==> src/alu_sched_pkg.sv <==
package alu_sched_pkg;

  // ------------------------------------------------------------
  // Widths
  // ------------------------------------------------------------
  localparam int TAG_W  = 5;   // 32 physical registers
  localparam int DATA_W = 32;
  localparam int AGE_W  = 4;

  typedef logic [TAG_W-1:0]  tag_t;
  typedef logic [DATA_W-1:0] data_t;
  typedef logic [AGE_W-1:0]  age_t;    // Dispatch sequence, compared with wrap

  typedef enum logic [2:0] {
    ADD = 3'd0,
    SUB = 3'd1,
    AND = 3'd2,
    OR  = 3'd3,
    XOR = 3'd4,
    SLL = 3'd5,
    SRL = 3'd6,
    SLT = 3'd7
  } alu_op_t;

  typedef enum logic [1:0] {
    INIT   = 2'd0,   // Free
    WAIT   = 2'd1,   // Holding, operands pending
    ISSUED = 2'd2,   // Sent to issue stage, may still replay
    CLEAR  = 2'd3    // Done, frees next cycle
  } sched_state_t;

  // ------------------------------------------------------------
  // Scheduler entry
  // ------------------------------------------------------------
  typedef struct packed {
    logic       valid;
    tag_t       tag;
    logic       ready;        // Value is in the register file
    logic [1:0] spec_ready;   // Load wakeup history, bit 0 is last cycle
  } src_t;

  typedef struct packed {
    logic            valid;
    alu_op_t         op;
    src_t [1:0]      src;
    tag_t            dst;
    age_t            age;
  } entry_t;

endpackage

==> src/wakeup_if.sv <==
`timescale 1ns/1ps

// One tag broadcast. A speculative broadcast may be taken back by
// cancel one cycle after its valid
interface wakeup_if;

  logic                valid;
  alu_sched_pkg::tag_t tag;
  logic                spec;
  logic                cancel;

  modport source (
    output valid,
    output tag,
    output spec,
    output cancel
  );

  modport listener (
    input valid,
    input tag,
    input spec,
    input cancel
  );

endinterface
==> src/alu_exec.sv <==
`timescale 1ns/1ps

module alu_exec (
  input  logic                   i_clk,
  input  logic                   i_reset_n,
  input  logic                   i_flush,
  input  logic                   i_iss_valid,
  input  alu_sched_pkg::alu_op_t i_iss_op,
  input  alu_sched_pkg::tag_t    i_iss_src0_tag,
  input  alu_sched_pkg::tag_t    i_iss_src1_tag,
  input  alu_sched_pkg::tag_t    i_iss_dst,
  input  logic                   i_ld_wr_valid,
  input  alu_sched_pkg::tag_t    i_ld_wr_tag,
  input  alu_sched_pkg::data_t   i_ld_wr_data,
  wakeup_if.source               alu_wake,
  output logic                   o_wb_valid,
  output alu_sched_pkg::tag_t    o_wb_tag,
  output alu_sched_pkg::data_t   o_wb_data
);

  localparam int NUM_REGS = 2 ** alu_sched_pkg::TAG_W;

  alu_sched_pkg::data_t r_regs [NUM_REGS];
  alu_sched_pkg::data_t w_a;
  alu_sched_pkg::data_t w_b;
  alu_sched_pkg::data_t w_result;
  logic                 w_wr_en;

  // ------------------------------------------------------------
  // Operand read, tag 0 is the zero register
  // ------------------------------------------------------------
  assign w_a = (i_iss_src0_tag == '0) ? '0 :
               (i_ld_wr_valid && i_ld_wr_tag == i_iss_src0_tag) ? i_ld_wr_data :  // Load bypass
               r_regs[i_iss_src0_tag];
  assign w_b = (i_iss_src1_tag == '0) ? '0 :
               (i_ld_wr_valid && i_ld_wr_tag == i_iss_src1_tag) ? i_ld_wr_data :
               r_regs[i_iss_src1_tag];

  always_comb begin
    case (i_iss_op)
      alu_sched_pkg::ADD: w_result = w_a + w_b;
      alu_sched_pkg::SUB: w_result = w_a - w_b;
      alu_sched_pkg::AND: w_result = w_a & w_b;
      alu_sched_pkg::OR:  w_result = w_a | w_b;
      alu_sched_pkg::XOR: w_result = w_a ^ w_b;
      alu_sched_pkg::SLL: w_result = w_a << w_b[4:0];
      alu_sched_pkg::SRL: w_result = w_a >> w_b[4:0];
      default: begin   // SLT, signed
        w_result = {{(alu_sched_pkg::DATA_W-1){1'b0}}, $signed(w_a) < $signed(w_b)};
      end
    endcase
  end

  assign w_wr_en = i_iss_valid & ~i_flush;

  // ------------------------------------------------------------
  // Register file and writeback stage
  // ------------------------------------------------------------
  always_ff @(posedge i_clk or negedge i_reset_n) begin
    if (!i_reset_n) begin
      for (int i = 0; i < NUM_REGS; i++) begin
        r_regs[i] <= '0;
      end
      o_wb_valid <= 1'b0;
    end else begin
      o_wb_valid <= w_wr_en;
      if (i_ld_wr_valid && i_ld_wr_tag != '0) r_regs[i_ld_wr_tag] <= i_ld_wr_data;
      if (w_wr_en && i_iss_dst != '0)         r_regs[i_iss_dst]   <= w_result;
    end
  end

  always_ff @(posedge i_clk) begin
    if (i_iss_valid) begin
      o_wb_tag  <= i_iss_dst;
      o_wb_data <= w_result;
    end
  end

  // Result is certain once in issue, dependents may pick now
  assign alu_wake.valid  = i_iss_valid;
  assign alu_wake.tag    = i_iss_dst;
  assign alu_wake.spec   = 1'b0;
  assign alu_wake.cancel = 1'b0;

endmodule

==> src/alu_issue_queue.sv <==
`timescale 1ns/1ps

module alu_issue_queue #(
  parameter int NUM_ENTRIES = 4
) (
  input  logic                   i_clk,
  input  logic                   i_reset_n,
  input  logic                   i_flush,
  input  logic                   i_disp_valid,
  input  alu_sched_pkg::alu_op_t i_disp_op,
  input  logic                   i_disp_src0_valid,
  input  alu_sched_pkg::tag_t    i_disp_src0_tag,
  input  logic                   i_disp_src1_valid,
  input  alu_sched_pkg::tag_t    i_disp_src1_tag,
  input  alu_sched_pkg::tag_t    i_disp_dst,
  output logic                   o_disp_ready,
  wakeup_if.listener             alu_wake,
  wakeup_if.listener             ld_wake,
  output logic                   o_iss_valid,
  output alu_sched_pkg::alu_op_t o_iss_op,
  output alu_sched_pkg::tag_t    o_iss_src0_tag,
  output alu_sched_pkg::tag_t    o_iss_src1_tag,
  output alu_sched_pkg::tag_t    o_iss_dst
);

  localparam int NUM_TAGS = 2 ** alu_sched_pkg::TAG_W;

  logic [NUM_ENTRIES-1:0] w_valid;
  logic [NUM_ENTRIES-1:0] w_ready;
  logic [NUM_ENTRIES-1:0] w_put;
  logic [NUM_ENTRIES-1:0] w_grant;
  logic                   w_grant_valid;
  alu_sched_pkg::entry_t  w_entries [NUM_ENTRIES];
  alu_sched_pkg::age_t    w_ages [NUM_ENTRIES];
  alu_sched_pkg::entry_t  w_put_data;
  alu_sched_pkg::entry_t  w_pick;
  logic                   w_disp_fire;
  logic [1:0]             w_src_ready;
  logic                   w_ld_arrive;
  logic                   w_iss_kill;
  alu_sched_pkg::age_t    r_age;
  logic [NUM_TAGS-1:0]    r_busy;      // Tags whose value is still on its way
  logic                   r_ld_valid;
  alu_sched_pkg::tag_t    r_ld_tag;
  logic                   r_iss_valid;

  assign o_disp_ready = ~(&w_valid) & ~i_flush;
  assign w_disp_fire  = i_disp_valid & o_disp_ready;
  assign w_ld_arrive  = r_ld_valid & ~ld_wake.cancel;   // Load data on the write port now

  // ------------------------------------------------------------
  // Allocation, lowest free entry wins
  // ------------------------------------------------------------
  always_comb begin
    w_put = '0;
    for (int i = NUM_ENTRIES - 1; i >= 0; i--) begin
      if (!w_valid[i]) begin
        w_put    = '0;
        w_put[i] = w_disp_fire;
      end
    end
  end

  // Ready unless busy or being announced by a load this cycle
  assign w_src_ready[0] =
    (~r_busy[i_disp_src0_tag] & ~(ld_wake.valid & (ld_wake.tag == i_disp_src0_tag))) |
    (w_ld_arrive & (r_ld_tag == i_disp_src0_tag));
  assign w_src_ready[1] =
    (~r_busy[i_disp_src1_tag] & ~(ld_wake.valid & (ld_wake.tag == i_disp_src1_tag))) |
    (w_ld_arrive & (r_ld_tag == i_disp_src1_tag));

  always_comb begin
    w_put_data              = '0;
    w_put_data.valid        = 1'b1;
    w_put_data.op           = i_disp_op;
    w_put_data.src[0].valid = i_disp_src0_valid;
    w_put_data.src[0].tag   = i_disp_src0_tag;
    w_put_data.src[0].ready = w_src_ready[0];
    w_put_data.src[1].valid = i_disp_src1_valid;
    w_put_data.src[1].tag   = i_disp_src1_tag;
    w_put_data.src[1].ready = w_src_ready[1];
    w_put_data.dst          = i_disp_dst;
    w_put_data.age          = r_age;
  end

  for (genvar i = 0; i < NUM_ENTRIES; i++) begin : g_entry
    iq_entry u_entry (
      .i_clk         (i_clk),
      .i_reset_n     (i_reset_n),
      .i_flush       (i_flush),
      .i_put         (w_put[i]),
      .i_put_data    (w_put_data),
      .i_picked      (w_grant[i]),
      .alu_wake      (alu_wake),
      .ld_wake       (ld_wake),
      .o_entry_valid (w_valid[i]),
      .o_entry_ready (w_ready[i]),
      .o_entry       (w_entries[i])
    );
    assign w_ages[i] = w_entries[i].age;
  end

  iq_picker #(
    .NUM_ENTRIES (NUM_ENTRIES)
  ) u_picker (
    .i_ready       (w_ready),
    .i_ages        (w_ages),
    .o_grant       (w_grant),
    .o_grant_valid (w_grant_valid)
  );

  always_comb begin
    w_pick = '0;
    for (int i = 0; i < NUM_ENTRIES; i++) begin
      if (w_grant[i]) begin
        w_pick = w_entries[i];
      end
    end
  end

  // ------------------------------------------------------------
  // Busy table, age counter and issue stage
  // ------------------------------------------------------------
  always_ff @(posedge i_clk or negedge i_reset_n) begin
    if (!i_reset_n) begin
      r_age       <= '0;
      r_busy      <= '0;
      r_ld_valid  <= 1'b0;
      r_iss_valid <= 1'b0;
    end else begin
      r_ld_valid  <= ld_wake.valid;
      r_iss_valid <= w_grant_valid & ~i_flush;
      if (w_disp_fire) r_age <= r_age + 1'b1;
      if (i_flush) begin
        r_busy <= '0;
      end else begin
        if (alu_wake.valid) r_busy[alu_wake.tag] <= 1'b0;
        if (w_ld_arrive)    r_busy[r_ld_tag]     <= 1'b0;
        if (ld_wake.valid)  r_busy[ld_wake.tag]  <= 1'b1;
        if (w_disp_fire)    r_busy[i_disp_dst]   <= 1'b1;
      end
    end
  end

  // Invalid sources go out as tag 0, the zero register
  always_ff @(posedge i_clk) begin
    r_ld_tag <= ld_wake.tag;
    if (w_grant_valid) begin
      o_iss_op       <= w_pick.op;
      o_iss_src0_tag <= w_pick.src[0].valid ? w_pick.src[0].tag : '0;
      o_iss_src1_tag <= w_pick.src[1].valid ? w_pick.src[1].tag : '0;
      o_iss_dst      <= w_pick.dst;
    end
  end

  // Operation read a load that just got cancelled, entry replays
  assign w_iss_kill  = ld_wake.cancel & r_ld_valid &
                       ((o_iss_src0_tag == r_ld_tag) | (o_iss_src1_tag == r_ld_tag));
  assign o_iss_valid = r_iss_valid & ~w_iss_kill;

endmodule

==> src/alu_sched_top.sv <==
`timescale 1ns/1ps

module alu_sched_top #(
  parameter int NUM_ENTRIES = 4
) (
  input  logic                   i_clk,
  input  logic                   i_reset_n,
  input  logic                   i_flush,
  input  logic                   i_disp_valid,
  input  alu_sched_pkg::alu_op_t i_disp_op,
  input  logic                   i_disp_src0_valid,
  input  alu_sched_pkg::tag_t    i_disp_src0_tag,
  input  logic                   i_disp_src1_valid,
  input  alu_sched_pkg::tag_t    i_disp_src1_tag,
  input  alu_sched_pkg::tag_t    i_disp_dst,
  output logic                   o_disp_ready,
  input  logic                   i_ld_wake_valid,
  input  alu_sched_pkg::tag_t    i_ld_wake_tag,
  input  logic                   i_ld_cancel,
  input  logic                   i_ld_wr_valid,
  input  alu_sched_pkg::tag_t    i_ld_wr_tag,
  input  alu_sched_pkg::data_t   i_ld_wr_data,
  output logic                   o_wb_valid,
  output alu_sched_pkg::tag_t    o_wb_tag,
  output alu_sched_pkg::data_t   o_wb_data
);

  logic                   w_iss_valid;
  alu_sched_pkg::alu_op_t w_iss_op;
  alu_sched_pkg::tag_t    w_iss_src0_tag;
  alu_sched_pkg::tag_t    w_iss_src1_tag;
  alu_sched_pkg::tag_t    w_iss_dst;

  wakeup_if alu_wake ();
  wakeup_if ld_wake ();

  // Early load wakeup, always speculative
  assign ld_wake.valid  = i_ld_wake_valid;
  assign ld_wake.tag    = i_ld_wake_tag;
  assign ld_wake.spec   = 1'b1;
  assign ld_wake.cancel = i_ld_cancel;

  alu_issue_queue #(
    .NUM_ENTRIES (NUM_ENTRIES)
  ) u_queue (
    .i_clk             (i_clk),
    .i_reset_n         (i_reset_n),
    .i_flush           (i_flush),
    .i_disp_valid      (i_disp_valid),
    .i_disp_op         (i_disp_op),
    .i_disp_src0_valid (i_disp_src0_valid),
    .i_disp_src0_tag   (i_disp_src0_tag),
    .i_disp_src1_valid (i_disp_src1_valid),
    .i_disp_src1_tag   (i_disp_src1_tag),
    .i_disp_dst        (i_disp_dst),
    .o_disp_ready      (o_disp_ready),
    .alu_wake          (alu_wake),
    .ld_wake           (ld_wake),
    .o_iss_valid       (w_iss_valid),
    .o_iss_op          (w_iss_op),
    .o_iss_src0_tag    (w_iss_src0_tag),
    .o_iss_src1_tag    (w_iss_src1_tag),
    .o_iss_dst         (w_iss_dst)
  );

  alu_exec u_exec (
    .i_clk          (i_clk),
    .i_reset_n      (i_reset_n),
    .i_flush        (i_flush),
    .i_iss_valid    (w_iss_valid),
    .i_iss_op       (w_iss_op),
    .i_iss_src0_tag (w_iss_src0_tag),
    .i_iss_src1_tag (w_iss_src1_tag),
    .i_iss_dst      (w_iss_dst),
    .i_ld_wr_valid  (i_ld_wr_valid),
    .i_ld_wr_tag    (i_ld_wr_tag),
    .i_ld_wr_data   (i_ld_wr_data),
    .alu_wake       (alu_wake),
    .o_wb_valid     (o_wb_valid),
    .o_wb_tag       (o_wb_tag),
    .o_wb_data      (o_wb_data)
  );

endmodule

==> src/iq_entry.sv <==
`timescale 1ns/1ps

module iq_entry (
  input  logic                  i_clk,
  input  logic                  i_reset_n,
  input  logic                  i_flush,
  input  logic                  i_put,
  input  alu_sched_pkg::entry_t i_put_data,
  input  logic                  i_picked,
  wakeup_if.listener            alu_wake,
  wakeup_if.listener            ld_wake,
  output logic                  o_entry_valid,
  output logic                  o_entry_ready,
  output alu_sched_pkg::entry_t o_entry
);

  alu_sched_pkg::sched_state_t r_state;
  alu_sched_pkg::sched_state_t w_state_next;
  alu_sched_pkg::entry_t       r_entry;
  alu_sched_pkg::entry_t       w_entry_next;
  alu_sched_pkg::entry_t       w_base;     // Entry the broadcasts apply to
  logic [1:0]                  w_sure_hit;
  logic [1:0]                  w_spec_hit;
  logic [1:0]                  w_usable;
  logic                        w_cancel;
  logic                        w_replay;

  // Incoming instruction snoops broadcasts in its dispatch cycle too
  assign w_base   = (r_state == alu_sched_pkg::INIT) ? i_put_data : r_entry;
  assign w_cancel = alu_wake.cancel | ld_wake.cancel;

  // ------------------------------------------------------------
  // Tag match against both broadcasts
  // ------------------------------------------------------------
  always_comb begin
    for (int s = 0; s < 2; s++) begin
      w_sure_hit[s] = w_base.src[s].valid &
        ((alu_wake.valid & ~alu_wake.spec & (alu_wake.tag == w_base.src[s].tag)) |
         (ld_wake.valid  & ~ld_wake.spec  & (ld_wake.tag  == w_base.src[s].tag)));
      w_spec_hit[s] = w_base.src[s].valid &
        ((alu_wake.valid & alu_wake.spec & (alu_wake.tag == w_base.src[s].tag)) |
         (ld_wake.valid  & ld_wake.spec  & (ld_wake.tag  == w_base.src[s].tag)));
      w_usable[s] = ~r_entry.src[s].valid | r_entry.src[s].ready |
                    w_sure_hit[s] | w_spec_hit[s] |
                    (r_entry.src[s].spec_ready[0] & ~w_cancel);  // Load data lands now
    end
  end

  // Issued on a load that is now cancelled
  assign w_replay = w_cancel &
                    ((r_entry.src[0].valid & r_entry.src[0].spec_ready[0]) |
                     (r_entry.src[1].valid & r_entry.src[1].spec_ready[0]));

  // ------------------------------------------------------------
  // Next state
  // ------------------------------------------------------------
  always_comb begin
    w_state_next = r_state;
    w_entry_next = w_base;
    for (int s = 0; s < 2; s++) begin
      w_entry_next.src[s].ready = w_base.src[s].ready | w_sure_hit[s] |
                                  (w_base.src[s].spec_ready[0] & ~w_cancel);
      w_entry_next.src[s].spec_ready = {w_base.src[s].spec_ready[0], w_spec_hit[s]};
    end

    case (r_state)
      alu_sched_pkg::INIT: begin
        if (i_put) begin
          w_state_next = alu_sched_pkg::WAIT;
        end else begin
          w_entry_next = r_entry;
        end
      end
      alu_sched_pkg::WAIT: begin
        if (o_entry_ready && i_picked) begin
          w_state_next = alu_sched_pkg::ISSUED;
        end
      end
      alu_sched_pkg::ISSUED: begin
        if (w_replay) begin
          w_state_next = alu_sched_pkg::WAIT;
          w_entry_next.src[0].spec_ready = 2'b00;
          w_entry_next.src[1].spec_ready = 2'b00;
        end else begin
          w_state_next = alu_sched_pkg::CLEAR;
        end
      end
      default: begin   // CLEAR
        w_state_next = alu_sched_pkg::INIT;
        w_entry_next.valid = 1'b0;
      end
    endcase

    if (i_flush) begin
      w_state_next = alu_sched_pkg::INIT;
      w_entry_next.valid = 1'b0;
    end
  end

  always_ff @(posedge i_clk or negedge i_reset_n) begin
    if (!i_reset_n) begin
      r_state <= alu_sched_pkg::INIT;
      r_entry <= '0;
    end else begin
      r_state <= w_state_next;
      r_entry <= w_entry_next;
    end
  end

  assign o_entry_valid = r_entry.valid;
  assign o_entry_ready = (r_state == alu_sched_pkg::WAIT) & (&w_usable);
  assign o_entry       = r_entry;

endmodule

==> src/iq_picker.sv <==
`timescale 1ns/1ps

module iq_picker #(
  parameter int NUM_ENTRIES = 4
) (
  input  logic [NUM_ENTRIES-1:0] i_ready,
  input  alu_sched_pkg::age_t    i_ages [NUM_ENTRIES],
  output logic [NUM_ENTRIES-1:0] o_grant,
  output logic                   o_grant_valid
);

  // a was dispatched before b, ages live within half the counter range
  function automatic logic older(input alu_sched_pkg::age_t a,
                                 input alu_sched_pkg::age_t b);
    alu_sched_pkg::age_t diff;
    diff = a - b;
    return diff[alu_sched_pkg::AGE_W-1];
  endfunction

  // Each ready entry loses to any older ready entry
  always_comb begin
    for (int i = 0; i < NUM_ENTRIES; i++) begin
      o_grant[i] = i_ready[i];
      for (int j = 0; j < NUM_ENTRIES; j++) begin
        if (j != i && i_ready[j] && older(i_ages[j], i_ages[i])) begin
          o_grant[i] = 1'b0;
        end
      end
    end
  end

  assign o_grant_valid = |i_ready;

endmodule

==> config.mk <==
export PLATFORM = sky130hd
export DESIGN_NAME = alu_sched_top
export DESIGN_NICKNAME = d
export VERILOG_FILES = /design/src/alu_sched_pkg.sv /design/src/wakeup_if.sv /design/src/alu_exec.sv /design/src/alu_issue_queue.sv /design/src/alu_sched_top.sv /design/src/iq_entry.sv /design/src/iq_picker.sv
export SDC_FILE = /design/constraint.sdc
export NUM_CORES = 2
export LEC_CHECK = 0
export BUFFER_PORTS_ARGS = -buffer_cell sky130_fd_sc_hd__buf_2
export CORE_UTILIZATION = 40
export CTS_CLUSTER_SIZE = 30
export DETAILED_ROUTE_END_ITERATION = 7
export PLACE_DENSITY = 0.59
export SYNTH_ARGS = -nofsm -noshare
export SYNTH_HDL_FRONTEND = slang
export SYNTH_SLANG_ARGS = --single-unit
==> constraint.sdc <==
create_clock -name i_clk -period 16.6 [get_ports i_clk]
set_input_delay 1.66 -clock i_clk [delete_from_list [all_inputs] [get_ports i_clk]]
set_output_delay 1.66 -clock i_clk [all_outputs]
set_load 0.05 [all_outputs]
---- Yosys cells after proc, flatten, opt, wreduce, memory -nomap -nowiden ----
Index checks and enable logic that the tools add are counted.
storage, ports and cells
  flip-flop bits (word level) ............. 1255
  input bits .............................. 69
  logic and storage cells ................. 514
operators by class
  add/subtract/negate cells ............... 15
  order comparisons ....................... 17
  equal/unequal tests ..................... 50
  shift-type cells ........................ 2
  mux-type cells .......................... 123
  bitwise operators ....................... 162
  reduce and logical (&&, ||, !) cells .... 49
operators by type and width
  cell                number
  $bwmux 1024         2
  $mux 1024           2
  $mux 32             18
  $bmux 32 s5         2
  $demux 32 s5        2
  $mux 31             8
  $pmux 32 s7         1
  $eq 5x5->1          24
  $mux 30             4
  $and 32x32->32      3
  $or 32x32->32       3
  $and 1x1->1         78
  $not 32->32         2
  $or 1x1->1          55
  $mux 2              24
  $sub 4x4->4         12
  $mux 10             4
  $lt 5x6->1 const B  6
  $mux 9              4
  $add 32x32->32      1
  $lt 32x32->1        1
  $pmux 2 s2          8
  $shl 32x5->32       1
  $shr 32x5->32       1
  other kinds (32)    152

---- Logic depth before layout (Yosys ltp) ----
  depth after elaboration ................. 22
  depth in mapped cells ................... 30
  depth with buffers taken out ............ 21

---- Cells and area by module ----
Synthesis repeated with hierarchy kept, for this count alone.
second synthesis, totals
  cell total of the unflattened synthesis .. 9230
  area, all modules ....................... 88696.3 um2
by module, submodules not included
  module           instances  cells an instance  area an instance (um2)
  alu_exec         1          7747               74805.5
  iq_entry         4          217                2157.1
  alu_issue_queue  1          507                4438.0
  iq_picker        1          107                820.8
  alu_sched_top    1          1                  3.8

---- Worst setup path after synthesis ----
Ideal clock, no wire load.
  kind .................................... register to register
  start point ............................. reg u_queue.o_iss_src1_tag[0]
  end point ............................... reg u_exec.r_regs[981] in the netlist's numbering
  arrival ................................. 6.850 ns
  data required time ...................... 16.475 ns
  path slack .............................. 9.626 ns
  cell stages (with the launch flop) ...... 28
  clock period less this slack ............ 6.974 ns
  cells stage by stage .................... edfxtp_1 > buf_6 > buf_6 > buf_8 > buf_6 > clkbuf_1 > buf_2 > buf_1 > mux4_2 > mux4_2 > mux2i_1 > nor2_1 > a21oi_1 > or2_2 > ha_1 > clkbuf_1 > or3_1 > or3_1 > or4_1 > a21oi_1 > nor2_1 > o31ai_1 > xnor2_1 > o211ai_1 > or4b_1 > clkbuf_1 > buf_6 > mux2_2
between the ends
  word-level cells in the longest chain between the ends .. 10
ends and longest elaborated chain
  item                                         RTL line                source
  start, declared                              alu_issue_queue.sv:22   output alu_sched_pkg::tag_t o_iss_src1_tag,
  start signal, assigned                       alu_issue_queue.sv:151  o_iss_src1_tag <= w_pick.src[1].valid ? w_pick.src[1].tag : '0;
  $not 5->6 (not written as such)              alu_exec.sv:37          r_regs[i_iss_src1_tag];
  $bmux 32 s5                                  alu_exec.sv:37
  $mux 32 (not written as such) (2 in series)  alu_exec.sv:37
  $mux 32                                      alu_exec.sv:36          (i_ld_wr_valid && i_ld_wr_tag == i_iss_src1_tag) ? i_ld_wr_data :
  $mux 32                                      alu_exec.sv:35          assign w_b = (i_iss_src1_tag == '0) ? '0 :
  $sub 32x32->32 (tied with other cells)       alu_exec.sv:42          alu_sched_pkg::SUB: w_result = w_a - w_b;
  $pmux 32 s7                                  alu_exec.sv:40          case (i_iss_op)
  $bwmux 1024                                  alu_exec.sv:68          if (w_wr_en && i_iss_dst != '0) r_regs[i_iss_dst] <= w_result;
  $mux 1024 *                                  alu_exec.sv:68
  end signal, assigned by index                alu_exec.sv:67          if (i_ld_wr_valid && i_ld_wr_tag != '0) r_regs[i_ld_wr_tag] <= i_ld_wr_data;
  end signal, assigned by index                alu_exec.sv:68
  end, declared                                alu_exec.sv:23          alu_sched_pkg::data_t r_regs [NUM_REGS];
Every way passes the cells marked *; elsewhere a longest branch is shown, timed or not. The select of a mux whose other input is x is not followed.
A chain may end at the register's enable or synchronous reset.

---- Worst setup path after layout ----
  start point ............................. reg u_queue.o_iss_src1_tag[1]
  end point ............................... reg u_exec.o_wb_data[30] (data pin)
between the ends
  word-level cells in the longest chain between the ends .. 8
ends and longest elaborated chain
  item                                         RTL line        source
  $not 5->6 (not written as such)              alu_exec.sv:37
  $bmux 32 s5                                  alu_exec.sv:37
  $mux 32 (not written as such) (2 in series)  alu_exec.sv:37
  $mux 32                                      alu_exec.sv:36
  $mux 32 *                                    alu_exec.sv:35
  $sub 32x32->32 (tied with other cells)       alu_exec.sv:42
  $pmux 32 s7 *                                alu_exec.sv:40
  named net u_exec.w_result[30]                alu_exec.sv:26  alu_sched_pkg::data_t w_result;
  end signal, assigned                         alu_exec.sv:75  o_wb_data <= w_result;
  end, declared                                alu_exec.sv:18  output alu_sched_pkg::data_t o_wb_data
The timed path passes the listed nets; every way through them passes the cells marked *. The select of a mux whose other input is x is not followed.

==> results.yml <==
outcome:
  run_status: "complete, but fails checks"
  violations: "design-rule violations, max-capacitance violations, max-slew violations"
hold_path:
  hp-class: "flop to flop"
  min-delay-start: "u_exec.r_regs[1010]$_DFF_PN0_"
  hold_depth: 0
  hold_end: "u_exec.r_regs[1010]$_DFF_PN0_"
final_layout:
  n_fill_cell: 20630
  final_nets: 9180
  layout-drive-gt1-share_pct: 14.73
  fin_area_um2: 95740
  utilization_pct: 44.00
  final_cell_mix: "a21oi_1 (1331), dfrtp_1 (1187), nand2_1 (851)"
  syn2layout_area_growth_pct: 9.124
  final_common_cell: "a21oi_1"
sta:
  rsz0062_at_grt: "false"
  max_freq_mhz: 108.1
  worst-slew-pin-transition_ns: 1.516
  relSlewSlack_pct: -2.107
  fin_hold_ws_ns: 0.3963
  post-route-period-util_pct: 55.75
  hold_viol: 0
  slew_viol_final: 7
  fin_crit_ns: 9.255
  setup_viol: 0
  clock-skew-final_ns: 0.06064
  tns_ns: 0
cts:
  cts_tree: "built"
  cts_resized: 0
  cts_setup_buffers: 0
  htreeDepth: 4
  clkTransAtPathRegs_ns: 0.06
  clock_latency_ns: 0.87
  hold_buffers: 0
  cts.path.max_buffers: 3
  cts_sinks: 1247
  cts_buffers: 150
  clockRootBuffer: "clkbuf_16"
routing:
  initialDrtViolationCount: 14150
  routedWlPerCell_um: 37.12
  wl_um: 445600
  drt_pass1_iterations: 8
  via_count: 86340
  routed_via_density: 7.191
  drc_errors: 6
  antenna_left: 0
logic_synthesis:
  synth.cell_area_um2: 87730
  seq_area_frac_synth_pct: 35.85
  muxShareOfSynthArea_pct: 17.59
  synth_compound_area_share_pct: 22.14
  synth-xor-area-share_pct: 1.108
  synth_largest_area_cell: "dfrtp_1"
  yosys.area_share.simple_pct: 15.79
  synth_edf_count: 55
  ys_ff_latch: 1247
  synth_flop_cell: "dfrtp_1"
  async_flop_share_pct: 95.19
  ys_warn_count: 0
  syn_area_per_cell_um2: 9.269
  netlist_top_cells_area: "dfrtp_1 (34%), mux4_2 (9.9%), a21oi_1 (7.6%)"
  synth_cell_type_count: 112
  synthCells: 9465
  synth_fp_nets: 9659
  netlist.area_leader.share_pct: 33.86
  synthAdderAreaFrac_pct: 1.800
  synth_top_family_by_area: "compound AO/OA/AOI/OAI gates"
placement:
  port_buffers: 107
  dpl_cell_area_um2: 90580
  hpwlAfterDp_um: 271400
  gp_congestion: 1.057
global_route:
  grt_use_total_pct: 39.11
  grt_pass1_wl_um: 623000
  antenna_found_initial: 41
  grt_start_max_net_pins: 175
  gr-total-overflow: 0
  grt_pass1_vias: 81060
setup_path:
  r2r-end: "u_exec.o_wb_data[30]$_DFFE_PN_"
  cp-start-kind: "flop"
  reg2regPathDepth: 22
  worstReg2RegStart: "u_queue.o_iss_src1_tag[1]$_SDFFCE_PN0N_"
  worst-endpoint-arrival_ns: 9.85
  r2r_slack_ns: 7.35
  required_ns: 17.19
  cp_max_fo: 37
  end_kind: "flop"
  crit_type: "flop to flop"
floorplanning:
  die_h_um: 470.3
  rows: 171
  die_x_um: 470.3
  initial_core_util_pct: 40.32
  io_pins: 108
  fp.coreArea_um2: 217600
  die-area_um2: 221200
flow_run:
  maxCapViolations: 1
-- per-stage QoR --
step           setup WS (ns)  std cells
3_5_place_dp           7.809      11690
6_report               7.345      12010
5_1_grt                7.298      11980
4_1_cts                7.797      11960
3_3_place_gp           7.780      11690
2_1_floorplan          9.626       9465
-- layer usage --
metal	share of wire, %	global-route usage, %
met2	41	54.80
met3	14	14.65
met4	7.6	25.03
met5	0.055	0.6273
met1	37	50.28
-- flip-flops by register name, summed over array words and instances, names as in the netlist --
signal / cells
u_exec.o_wb_tag: 5
u_queue.r_busy: 32
u_queue.o_iss_dst: 5
u_queue.g_entry.u_entry.o_entry: 112
u_queue.r_age: 4
u_queue.r_ld_tag: 5
u_queue.r_iss_valid: 1
u_exec.o_wb_valid: 1
u_exec.o_wb_data: 32
u_exec.r_regs: 1024
u_queue.o_iss_src0_tag: 5
u_queue.g_entry.u_entry.o_entry_valid: 4
u_queue.g_entry.u_entry.r_state: 8
u_queue.r_ld_valid: 1
u_queue.o_iss_op: 3
u_queue.o_iss_src1_tag: 5
-- Yosys cell counts, types with 28 or more instances --
cell,count
nor2b_1,405
or3_1,33
nor4_1,38
mux2i_1,561
nor3_1,62
nand3_1,78
or3b_2,33
dfrtp_1,1187
mux4_2,384
o22ai_1,78
clkbuf_1,742
buf_4,58
or2_2,42
xor2_1,48
a211oi_1,752
nand2_1,874
ha_1,123
o21a_1,30
a21o_1,66
a21oi_1,1332
a22oi_1,243
a221oi_1,28
xnor2_1,63
inv_1,166
buf_1,46
mux2_2,104
buf_2,157
nand2b_1,54
and2_1,229
edfxtp_1,55
o21ai_0,192
o221ai_1,51
nor2_1,395
and3_1,315
-- critical path, stage by stage (launching register included) --
cell,delay (ns)
edfxtp_1,0.79
buf_4,0.67
buf_4,0.67
buf_4,0.63
mux4_2,0.40
mux4_2,0.47
a21oi_1,0.71
nor2_1,0.12
a21oi_1,0.17
or2_2,0.18
ha_1,0.34
inv_1,0.14
a221oi_1,0.46
nand2_1,0.16
a21oi_1,0.54
a211oi_1,0.29
a221oi_1,0.62
o31ai_1,0.19
a21oi_1,0.21
mux2_2,0.37
a2111oi_4,0.19
buf_4,0.44
inv_1,0.08
-- area by class of cell --
| cell class | count | area (um^2) | share of cell area, % |
|---|---|---|---|
| timing repair buffer | 385 | 2763 | 2.886 |
| multi-input combinational | 7022 | 52110 | 54.43 |
| antenna | 42 | 105.1 | 0.1098 |
| sequential | 1247 | 31460 | 32.86 |
| clock inverter | 56 | 770.7 | 0.8050 |
| clock buffer | 220 | 4279 | 4.470 |
| tap | 2854 | 3571 | 3.730 |
| inverter | 180 | 683.2 | 0.7136 |
-- how the worst max path moves through the flow --
stage | cells after the start | slack, ns | to | start
after global routing | 22 | 7.30 | u_exec.o_wb_data[30]$_DFFE_PN_ | u_queue.o_iss_src1_tag[1]$_SDFFCE_PN0N_
after detailed placement | 22 | 7.81 | u_exec.o_wb_data[30]$_DFFE_PN_ | u_queue.o_iss_src1_tag[1]$_SDFFCE_PN0N_
after global placement | 20 | 7.78 | u_exec.o_wb_data[16]$_DFFE_PN_ | u_queue.o_iss_src1_tag[1]$_SDFFCE_PN0N_
after floorplan | 27 | 9.63 | u_exec.r_regs[981]$_DFF_PN0_ | u_queue.o_iss_src1_tag[0]$_SDFFCE_PN0N_
after CTS | 22 | 7.80 | u_exec.o_wb_data[30]$_DFFE_PN_ | u_queue.o_iss_src1_tag[1]$_SDFFCE_PN0N_
final | 22 | 7.35 | u_exec.o_wb_data[30]$_DFFE_PN_ | u_queue.o_iss_src1_tag[1]$_SDFFCE_PN0N_
-- cells by family (layout without fill, tap and decap cells) --
family | count (synthesis) | after routing
AO/OA/AOI/OAI | 3045 | 3045
other | 0 | 42
flip-flops | 1247 | 1247
AND/OR/NAND/NOR | 2692 | 2692
adder cells (fa/ha/maj) | 125 | 125
buffers and inverters | 1196 | 841
multiplexers | 1049 | 1049
XOR/XNOR | 111 | 111
Power is not shown: default switching activity piles up to over one toggle a cycle in this logic, so the estimate is an artifact.
